$ cat config.mk
export PLATFORM = sky130hd
export DESIGN_NAME = linebuf_top
export DESIGN_NICKNAME = d
export VERILOG_FILES = /design/src/hdl/linebuf_shape_pkg.sv /design/src/hdl/linebuf_ctrl_pkg.sv /design/src/hdl/linebuf_ctrl.sv /design/src/hdl/linebuf_mem.sv /design/src/hdl/linebuf_top.sv /design/src/hdl/linebuf_window.sv
export VERILOG_INCLUDE_DIRS = /design/src /design/src/include
export SDC_FILE = /design/constraint.sdc
export NUM_CORES = 2
export LEC_CHECK = 0
export ABC_AREA = 1
export BUFFER_PORTS_ARGS = -buffer_cell sky130_fd_sc_hd__buf_2
export CAP_MARGIN = 10
export CORE_ASPECT_RATIO = 0.75
export CORE_MARGIN = 3
export CORE_UTILIZATION = 60
export DETAILED_ROUTE_END_ITERATION = 10
export PLACE_DENSITY = 0.85
export SLEW_MARGIN = 10
export SYNTH_ARGS = -nofsm -noshare
export SYNTH_HDL_FRONTEND = slang
export SYNTH_SLANG_ARGS = --single-unit
$ cat constraint.sdc
create_clock -name clk -period 6.82 [get_ports clk]
set_input_delay 0.682 -clock clk [delete_from_list [all_inputs] [get_ports clk]]
set_output_delay 0.682 -clock clk [all_outputs]
set_load 0.01 [all_outputs]
$ cat src/include/linebuf_cfg.svh
`ifndef LINEBUF_CFG_SVH
`define LINEBUF_CFG_SVH

// largest kernel, rows and columns
`define LB_MAXFIL  3
// longest padded line
`define LB_MAXIMG  32
`define LB_DWIDTH  16
`define LB_LWIDTH  8

// one spare line so the row being written never overlaps a kernel row
`define LB_BUFLINE (`LB_MAXFIL + 1)

`define LB_RD_LAT  1

`endif

$ cat src/hdl/linebuf_shape_pkg.sv
`default_nettype none

`include "linebuf_cfg.svh"

package linebuf_shape_pkg;

  typedef logic [`LB_LWIDTH-1:0] len_t;

  // frame geometry
  // sampled once per frame when the request is taken
  typedef struct packed {
    len_t height;
    len_t width;
    len_t kern;
    len_t strid;
    len_t pad;
  } shape_t;

  typedef logic [`LB_DWIDTH-1:0] pixel_t;

  // size with pad on both sides
  function automatic len_t padded_size(input len_t size, input len_t pad);
    return size + (pad << 1);
  endfunction

endpackage

`default_nettype wire

$ cat src/hdl/linebuf_ctrl_pkg.sv
`default_nettype none

`include "linebuf_cfg.svh"

package linebuf_ctrl_pkg;

  typedef logic [$clog2(`LB_BUFLINE)-1:0]   line_idx_t;
  typedef logic [$clog2(`LB_BUFLINE+1)-1:0] line_sel_t;
  typedef logic [$clog2(`LB_MAXIMG)-1:0]    col_addr_t;

  // write port of the line ring
  // wsel of zero selects no line
  typedef struct packed {
    logic      we;
    logic      wcol;
    line_sel_t wsel;
    col_addr_t addr;
  } buf_wr_t;

  typedef struct packed {
    line_idx_t             rsel;
    logic [`LB_MAXFIL-1:0] rrow;
  } buf_rd_t;

  typedef struct packed {
    logic start;
    logic valid;
    logic stop;
  } win_flags_t;

  // oldest row and oldest column sit at index 0
  typedef linebuf_shape_pkg::pixel_t [`LB_MAXFIL-1:0][`LB_MAXFIL-1:0] window_t;

endpackage

`default_nettype wire

$ cat src/hdl/linebuf_ctrl.sv
`default_nettype none
`timescale 1ns/1ps

`include "linebuf_cfg.svh"

module linebuf_ctrl (
  input  wire                             clk,
  input  wire                             xrst,
  input  wire                             req,
  input  wire linebuf_shape_pkg::shape_t  shape,
  output logic                            ack,
  output logic                            pix_ready,
  output linebuf_ctrl_pkg::buf_wr_t       wr,
  output linebuf_ctrl_pkg::buf_rd_t       rd,
  output linebuf_ctrl_pkg::win_flags_t    flags
);

  import linebuf_shape_pkg::*;
  import linebuf_ctrl_pkg::*;

  localparam int FLAG_DLY = 3;

  typedef enum logic [1:0] {
    S_WAIT,
    S_CHARGE,
    S_ACTIVE
  } state_t;

  typedef struct packed {
    len_t      row;
    line_idx_t mem;
  } pos_t;

  state_t     state;
  shape_t     shp;
  len_t       pw;
  len_t       hp;

  len_t       col_q;
  len_t       col_nxt;
  len_t       row_q;
  line_idx_t  mem_q;
  len_t       sx_q;
  len_t       sy_q;

  logic       row_end;
  logic       charge_end;
  logic       active_end;
  logic       in_img;
  logic       valid_now;
  logic [2:0] ack_d;

  pos_t       pos_d [`LB_RD_LAT];
  pos_t       pos_rd;
  win_flags_t flag_now;
  win_flags_t flag_d [FLAG_DLY];

  // ===================================================================
  // request and state
  // ===================================================================

  assign ack = state == S_WAIT && ack_d[2];

  assign pw = padded_size(shp.width, shp.pad);
  assign hp = shp.height + shp.pad;

  assign row_end    = col_q == pw - 1'b1;
  assign charge_end = row_end && row_q == shp.kern - shp.pad - 1'b1;
  assign active_end = row_end && row_q == hp;

  always_ff @(posedge clk) begin
    if (!xrst) begin
      state <= S_WAIT;
    end else begin
      case (state)
        S_WAIT: begin
          if (req && ack) begin
            state <= S_CHARGE;
          end
        end
        S_CHARGE: begin
          if (charge_end) begin
            state <= S_ACTIVE;
          end
        end
        S_ACTIVE: begin
          if (active_end) begin
            state <= S_WAIT;
          end
        end
        default: begin
          state <= S_WAIT;
        end
      endcase
    end
  end

  always_ff @(posedge clk) begin
    if (!xrst) begin
      shp <= '0;
    end else if (state == S_WAIT && req && ack) begin
      shp <= shape;
    end
  end

  // ack needs three idle cycles
  always_ff @(posedge clk) begin
    if (!xrst) begin
      ack_d <= '0;
    end else begin
      ack_d <= {ack_d[1:0], state == S_WAIT};
    end
  end

  // ===================================================================
  // position counters
  // ===================================================================

  assign col_nxt = row_end ? '0 : col_q + 1'b1;

  // sx and sy restart where the first window column and row begin
  always_ff @(posedge clk) begin
    if (!xrst || state == S_WAIT) begin
      col_q <= '0;
      row_q <= '0;
      mem_q <= '0;
      sx_q  <= '0;
      sy_q  <= '0;
    end else begin
      col_q <= col_nxt;
      if (col_nxt == shp.kern - 1'b1 || sx_q == shp.strid - 1'b1) begin
        sx_q <= '0;
      end else begin
        sx_q <= sx_q + 1'b1;
      end
      if (row_end) begin
        row_q <= row_q + 1'b1;
        if (mem_q == line_idx_t'(`LB_BUFLINE - 1)) begin
          mem_q <= '0;
        end else begin
          mem_q <= mem_q + 1'b1;
        end
        if (row_q + 1'b1 == shp.kern - shp.pad || sy_q == shp.strid - 1'b1) begin
          sy_q <= '0;
        end else begin
          sy_q <= sy_q + 1'b1;
        end
      end
    end
  end

  // read side sees the counters after the memory latency
  always_ff @(posedge clk) begin
    if (!xrst) begin
      for (int i = 0; i < `LB_RD_LAT; i++) begin
        pos_d[i] <= '0;
      end
    end else begin
      pos_d[0] <= '{row: row_q, mem: mem_q};
      for (int i = 1; i < `LB_RD_LAT; i++) begin
        pos_d[i] <= pos_d[i-1];
      end
    end
  end

  assign pos_rd = pos_d[`LB_RD_LAT-1];

  // ===================================================================
  // write and read select
  // ===================================================================

  assign in_img = row_q < shp.height
               && col_q >= shp.pad
               && col_q < shp.width + shp.pad;

  assign pix_ready = state != S_WAIT && in_img;

  // one line per row, bottom pad rows stored as zeros
  always_ff @(posedge clk) begin
    if (!xrst || state == S_WAIT) begin
      wr <= '0;
    end else begin
      wr.we   <= row_q < hp;
      wr.wcol <= in_img;
      wr.wsel <= row_q < hp ? line_sel_t'(mem_q) + 1'b1 : '0;
      wr.addr <= col_addr_t'(col_q);
    end
  end

  // kernel row i holds frame row (row - MAXFIL + i)
  // top pad rows are never written, so the mask covers them
  always_ff @(posedge clk) begin
    if (!xrst) begin
      rd <= '0;
    end else begin
      rd.rsel <= line_idx_t'((int'(pos_rd.mem) + `LB_BUFLINE - `LB_MAXFIL) % `LB_BUFLINE);
      for (int i = 0; i < `LB_MAXFIL; i++) begin
        rd.rrow[i] <= i + shp.kern >= `LB_MAXFIL
                   && pos_rd.row + i >= `LB_MAXFIL
                   && pos_rd.row + i < shp.height + `LB_MAXFIL;
      end
    end
  end

  // ===================================================================
  // window strobes
  // ===================================================================

  assign valid_now = state == S_ACTIVE
                  && col_q >= shp.kern - 1'b1
                  && sx_q == '0
                  && sy_q == '0;

  // stop when no further stride fits in either direction
  assign flag_now = '{
    start: valid_now && row_q == shp.kern - shp.pad && col_q == shp.kern - 1'b1,
    valid: valid_now,
    stop:  valid_now && col_q + shp.strid >= pw && row_q + shp.strid > hp
  };

  always_ff @(posedge clk) begin
    if (!xrst) begin
      for (int i = 0; i < FLAG_DLY; i++) begin
        flag_d[i] <= '0;
      end
    end else begin
      flag_d[0] <= flag_now;
      for (int i = 1; i < FLAG_DLY; i++) begin
        flag_d[i] <= flag_d[i-1];
      end
    end
  end

  assign flags = flag_d[FLAG_DLY-1];

endmodule

`default_nettype wire

$ cat src/hdl/linebuf_mem.sv
`default_nettype none
`timescale 1ns/1ps

`include "linebuf_cfg.svh"

module linebuf_mem (
  input  wire                                           clk,
  input  wire                                           xrst,
  input  wire linebuf_shape_pkg::pixel_t                pix,
  input  wire                                           pix_ready,
  input  wire linebuf_ctrl_pkg::buf_wr_t                wr,
  output wire linebuf_shape_pkg::pixel_t [`LB_BUFLINE-1:0] lines
);

  import linebuf_shape_pkg::*;
  import linebuf_ctrl_pkg::*;

  pixel_t pix_q;
  pixel_t wdata;

  always_ff @(posedge clk) begin
    if (pix_ready) begin
      pix_q <= pix;
    end
  end

  // pad columns go in as zero
  assign wdata = wr.wcol ? pix_q : '0;

  // ===================================================================
  // line ring
  // ===================================================================

  for (genvar l = 0; l < `LB_BUFLINE; l++) begin : g_line
    pixel_t ram  [`LB_MAXIMG];
    pixel_t rdat [`LB_RD_LAT];

    always_ff @(posedge clk) begin
      if (xrst && wr.we && wr.wsel == line_sel_t'(l + 1)) begin
        ram[wr.addr] <= wdata;
      end
    end

    // all lines read at the write column
    always_ff @(posedge clk) begin
      rdat[0] <= ram[wr.addr];
      for (int i = 1; i < `LB_RD_LAT; i++) begin
        rdat[i] <= rdat[i-1];
      end
    end

    assign lines[l] = rdat[`LB_RD_LAT-1];
  end

endmodule

`default_nettype wire

$ cat src/hdl/linebuf_top.sv
`default_nettype none
`timescale 1ns/1ps

`include "linebuf_cfg.svh"

module linebuf_top (
  input  wire                             clk,
  input  wire                             xrst,
  input  wire                             req,
  input  wire linebuf_shape_pkg::shape_t  shape,
  input  wire linebuf_shape_pkg::pixel_t  pix,
  output logic                            ack,
  output logic                            pix_ready,
  output linebuf_ctrl_pkg::window_t       win,
  output linebuf_ctrl_pkg::win_flags_t    flags
);

  import linebuf_shape_pkg::*;
  import linebuf_ctrl_pkg::*;

  buf_wr_t                  wr;
  buf_rd_t                  rd;
  win_flags_t               ctrl_flags;
  pixel_t [`LB_BUFLINE-1:0] lines;
  win_flags_t               flag_d [`LB_RD_LAT];

  linebuf_ctrl i_linebuf_ctrl (
    .clk       (clk),
    .xrst      (xrst),
    .req       (req),
    .shape     (shape),
    .ack       (ack),
    .pix_ready (pix_ready),
    .wr        (wr),
    .rd        (rd),
    .flags     (ctrl_flags)
  );

  linebuf_mem i_linebuf_mem (
    .clk       (clk),
    .xrst      (xrst),
    .pix       (pix),
    .pix_ready (pix_ready),
    .wr        (wr),
    .lines     (lines)
  );

  linebuf_window i_linebuf_window (
    .clk   (clk),
    .xrst  (xrst),
    .lines (lines),
    .rd    (rd),
    .win   (win)
  );

  // window path is longer by the memory latency
  always_ff @(posedge clk) begin
    if (!xrst) begin
      for (int i = 0; i < `LB_RD_LAT; i++) begin
        flag_d[i] <= '0;
      end
    end else begin
      flag_d[0] <= ctrl_flags;
      for (int i = 1; i < `LB_RD_LAT; i++) begin
        flag_d[i] <= flag_d[i-1];
      end
    end
  end

  assign flags = flag_d[`LB_RD_LAT-1];

endmodule

`default_nettype wire

$ cat src/hdl/linebuf_window.sv
`default_nettype none
`timescale 1ns/1ps

`include "linebuf_cfg.svh"

module linebuf_window (
  input  wire                                              clk,
  input  wire                                              xrst,
  input  wire linebuf_shape_pkg::pixel_t [`LB_BUFLINE-1:0] lines,
  input  wire linebuf_ctrl_pkg::buf_rd_t                   rd,
  output linebuf_ctrl_pkg::window_t                        win
);

  import linebuf_shape_pkg::*;

  pixel_t [`LB_MAXFIL-1:0] col_sel;
  pixel_t [`LB_MAXFIL-1:0] col_q;

  // ===================================================================
  // rotate and mask
  // ===================================================================

  // kernel row r comes from line rsel + r, wrapped around the ring
  always_comb begin
    int idx;
    for (int r = 0; r < `LB_MAXFIL; r++) begin
      idx = int'(rd.rsel) + r;
      if (idx >= `LB_BUFLINE) begin
        idx = idx - `LB_BUFLINE;
      end
      col_sel[r] = rd.rrow[r] ? lines[idx] : '0;
    end
  end

  // ===================================================================
  // column shift
  // ===================================================================

  always_ff @(posedge clk) begin
    if (!xrst) begin
      col_q <= '0;
    end else begin
      col_q <= col_sel;
    end
  end

  // newest column enters at the top index
  always_ff @(posedge clk) begin
    if (!xrst) begin
      win <= '0;
    end else begin
      for (int r = 0; r < `LB_MAXFIL; r++) begin
        for (int c = 0; c < `LB_MAXFIL - 1; c++) begin
          win[r][c] <= win[r][c+1];
        end
        win[r][`LB_MAXFIL-1] <= col_q[r];
      end
    end
  end

endmodule

`default_nettype wire

==> impl_metrics.tcl <==
set metrics [dict create \
    crit_slowest_cell "dfxtp_1" \
    synth_nets 6914 \
    drc_errors 0 \
    ant_nets 0 \
    io_pins 208 \
    gr-usage-all-layers_pct 32.7 \
    gp_congestion 0.944 \
    start_util_pct 60.7 \
    wire_per_inst_um 29.1 \
    post_drt_via_cell_ratio 6.72 \
    whs_path_depth 1 \
    synth_seq_cells 2436 \
    cts_tree "yes" \
    critPathRequiredTime_ns 6.14 \
    pre_cts_ws_ns 2.64 \
    place_area_mm2 0.0970 \
    synth.cell_area_mm2 0.0931 \
    power_leakage_nw 39.2 \
    drtIter0Drc 11300 \
    synth-edff-count 2064 \
    fin_crit_ns 4.57 \
    cts.clk_slew.worst_paths_ns 0.06 \
    p_sw_mw 5.70 \
    grt_pass1_vias 59400 \
    pwr-share-clk_pct 41.8 \
    hold_violations 0 \
    drive_above_1_share_pct 10.8 \
    rsz0062_at_grt "false" \
    ys.flop_type "edfxtp_1" \
    cts_max_path_buffers 3 \
    fin_area_mm2 0.104 \
    die_width_um 461 \
    row_count 124 \
    path_class "reg2out" \
    r2r_end "i_linebuf_ctrl.sy_q[7]$_SDFFE_PP0P_" \
    min-delay-start "pix[8]" \
    coreArea_mm2 0.153 \
    yosysWarnings 0 \
    hpwl_mm 151 \
    tightest_slew_ns 1.36 \
    dieArea_mm2 0.160 \
    pwr-share-seq_pct 56.8 \
    clock_skew_ns 0.0676 \
    stdcell_count 9148 \
    p_per_area_mw_per_mm2 271 \
    ys_types 55 \
    fill_cells 9388 \
    hold_class "in2reg" \
    port_buffers 207 \
    grt_max_degree 153 \
    post_cts_buffers 0 \
    dp.cells 8766 \
    totalWireLength_mm 266 \
    hold_ws_ns 0.0447 \
    fin_util_pct 67.6 \
    hold_end "i_linebuf_mem.pix_q[8]$_DFFE_PP_" \
    switching_share_pct 20.3 \
    overflow 0 \
    min_period_over_period_pct 67.0 \
    ir_drop_v 0.000345 \
    max_cap_violations 0 \
    firstDrtPassIters 8 \
    crit_chain "ha_1 > nand3_1 > nand2_1 > a21oi_1 > o21ai_0 > a21o_1 > a21oi_1 > xor2_1 > ha_1 > a2111oi_0 > o2111ai_1 > nor2_1 > buf_2" \
    drv_slew 0 \
    ys_async_sr_fraction_pct 0 \
    die_h_um 347 \
    synth_area_per_cell_um2 13.9 \
    area_growth_pct 11.3 \
    reg2reg_from "i_linebuf_ctrl.shp[1]$_SDFFE_PN0P_" \
    worstPathArrival_ns 3.89 \
    setup_ws_ns 2.25 \
    cp-start-kind "flip-flop" \
    outcome "finished, final reports clean" \
    power_frac_comb_pct 1.4 \
    postCtsResizedCells 0 \
    tns_ns 0 \
    end_kind "output port" \
    cts_buffers 203 \
    setup_viol_count_final 0 \
    root_buffer "clkbuf_16" \
    cts.htree.levels 4 \
    clock.fmax_ghz 0.219 \
    clock_sinks 2436 \
    via_count 61500 \
    power.internal_mw 22.4 \
    rr_worst_depth 17 \
    worstSetupStartpoint "i_linebuf_ctrl.shp[1]$_SDFFE_PN0P_" \
    p_total_mw 28.1 \
    synthCells 6710 \
    maxSlewHeadroom_pct 9.30 \
    antenna_found_initial 9 \
    clock_latency_ns 0.87 \
    r2r_slack_ns 2.59 \
    path_max_fanout 7 \
    holdBufCountCts 0 \
    grt_pass1_wl_mm 387 \
    seq_area_frac_synth_pct 74.6 \
    max_stage_delay_ns 0.58 \
    layout.nets 7159 \
]
-- state kept, by name (all words and copies together), names as in the netlist --
signal,count
i_linebuf_mem.g_line.ram,2048
i_linebuf_window.win,144
i_linebuf_mem.g_line.rdat,64
i_linebuf_window.col_q,48
i_linebuf_ctrl.shp,40
i_linebuf_mem.pix_q,16
i_linebuf_ctrl.pos_d,10
i_linebuf_ctrl.wr,10
i_linebuf_ctrl.flag_d,9
i_linebuf_ctrl.col_q,8
i_linebuf_ctrl.row_q,8
i_linebuf_ctrl.sx_q,8
i_linebuf_ctrl.sy_q,8
i_linebuf_ctrl.rd,5
flag_d,3
i_linebuf_ctrl.ack_d,3
i_linebuf_ctrl.mem_q,2
i_linebuf_ctrl.state,2
-- logic make-up (layout without fill, tap and decap cells) --
| logic type | Yosys count | after routing | share of synthesized area (%) |
|---|---|---|---|
| adders and majority gates | 145 | 145 | 2.00 |
| AOI/OAI and AO/OA | 1530 | 1530 | 12.0 |
| DFF | 2436 | 2436 | 74.6 |
| buffers and inverters | 732 | 1150 | 2.97 |
| xor gates and xnor gates | 88 | 88 | 0.828 |
| and+or+nand+nor | 1779 | 1779 | 7.67 |
| other | 0 | 4 | 0 |
-- Yosys cell counts, drive strengths merged, types with 3 or more instances --
master,instances,area (um^2)
a21oi,163,820
o21ai,88,440
a21o,7,52.6
a2111oi,3,26.3
dfxtp,372,7450
clkbuf,348,1310
a21boi,54,405
nand3b,10,75.1
clkinv,3,11.3
o21a,6,45.0
o211ai,9,67.6
edfxtp,2064,62000
a22oi,1028,7720
nor3,33,165
nor4,5,37.5
buf,17,82.6
nand4,70,438
or2,8,50.1
ha,139,1740
xnor2,29,254
a211oi,4,30.0
nand3,74,380
nand2,1350,5100
a2111o,43,484
xor2,59,517
a31oi,13,81.3
a221oi,37,324
inv,364,1370
nor2,225,870
fa,6,120
a22o,63,552
-- worst max-delay path: cells and delay by family (launching register included) --
| family | cells | cell delay (ns) |
|---|---|---|
| compound gates | 6 | 1.22 |
| flops | 1 | 0.58 |
| fa+ha+maj | 2 | 0.57 |
| simple gates | 3 | 0.36 |
| buf+inv | 1 | 0.18 |
| xor+xnor | 1 | 0.17 |
-- area by class of cell --
cell class              count  area, um^2  area share (%)
repair buffers            405        2630            2.54
clock buffers             269        5600            5.40
clock inverters           109        1050            1.02
inverters                 367        1430            1.38
well taps                2016        2520            2.43
diodes                      4        10.0         0.00966
flip-flops and latches   2436       69400            67.0
multi-input cells        3542       21000            20.2
-- how the worst max path moves through the flow --
stage                                                to  slack (ns)  depth (start not counted)
finish                                        pix_ready        2.25                         13
global route                                  pix_ready        1.78                         13
CTS                                           pix_ready        2.23                         13
detailed placement  i_linebuf_ctrl.sy_q[7]$_SDFFE_PP0P_        2.64                         17
global placement    i_linebuf_ctrl.sy_q[7]$_SDFFE_PP0P_        2.70                         17
floorplan                                     pix_ready        2.89                         12
-- power by group through the flow --
stage	registers [mW]	logic (mW)	clock network, mW
floorplan	16.3	0.267	0
global placement	16.3	0.371	0
detailed placement	16.3	0.380	0
CTS	15.9	0.384	11.7
global route	15.9	0.436	12.3
finish	15.9	0.393	11.7
-- cells in the final DEF (no fill, tap or decap), types with 34 or more instances in the layout --
master | Yosys | layout
clkbuf_1 | 348 | 42
nand3_1 | 72 | 72
ha_1 | 139 | 139
clkinv_1 | 3 | 43
nand2_1 | 1340 | 1339
a22oi_1 | 1028 | 1028
nand4_1 | 70 | 70
buf_4 | 2 | 190
clkbuf_16 | 0 | 206
a21oi_1 | 162 | 162
buf_2 | 3 | 206
clkinv_2 | 0 | 34
inv_1 | 357 | 342
xor2_1 | 59 | 59
dfxtp_1 | 372 | 372
nor2_1 | 215 | 213
o21ai_0 | 87 | 87
a221oi_1 | 37 | 37
a2111o_1 | 43 | 43
a21boi_0 | 54 | 54
edfxtp_1 | 2064 | 2064
a22o_1 | 63 | 63
-- routing by layer --
layer  GRT usage, %  part of all wire, %
met5              0                0.018
met4           15.4                  5.3
met3           10.3                   16
met2           48.5                   45
met1           44.3                   34
(Power assumes the default switching activity.)
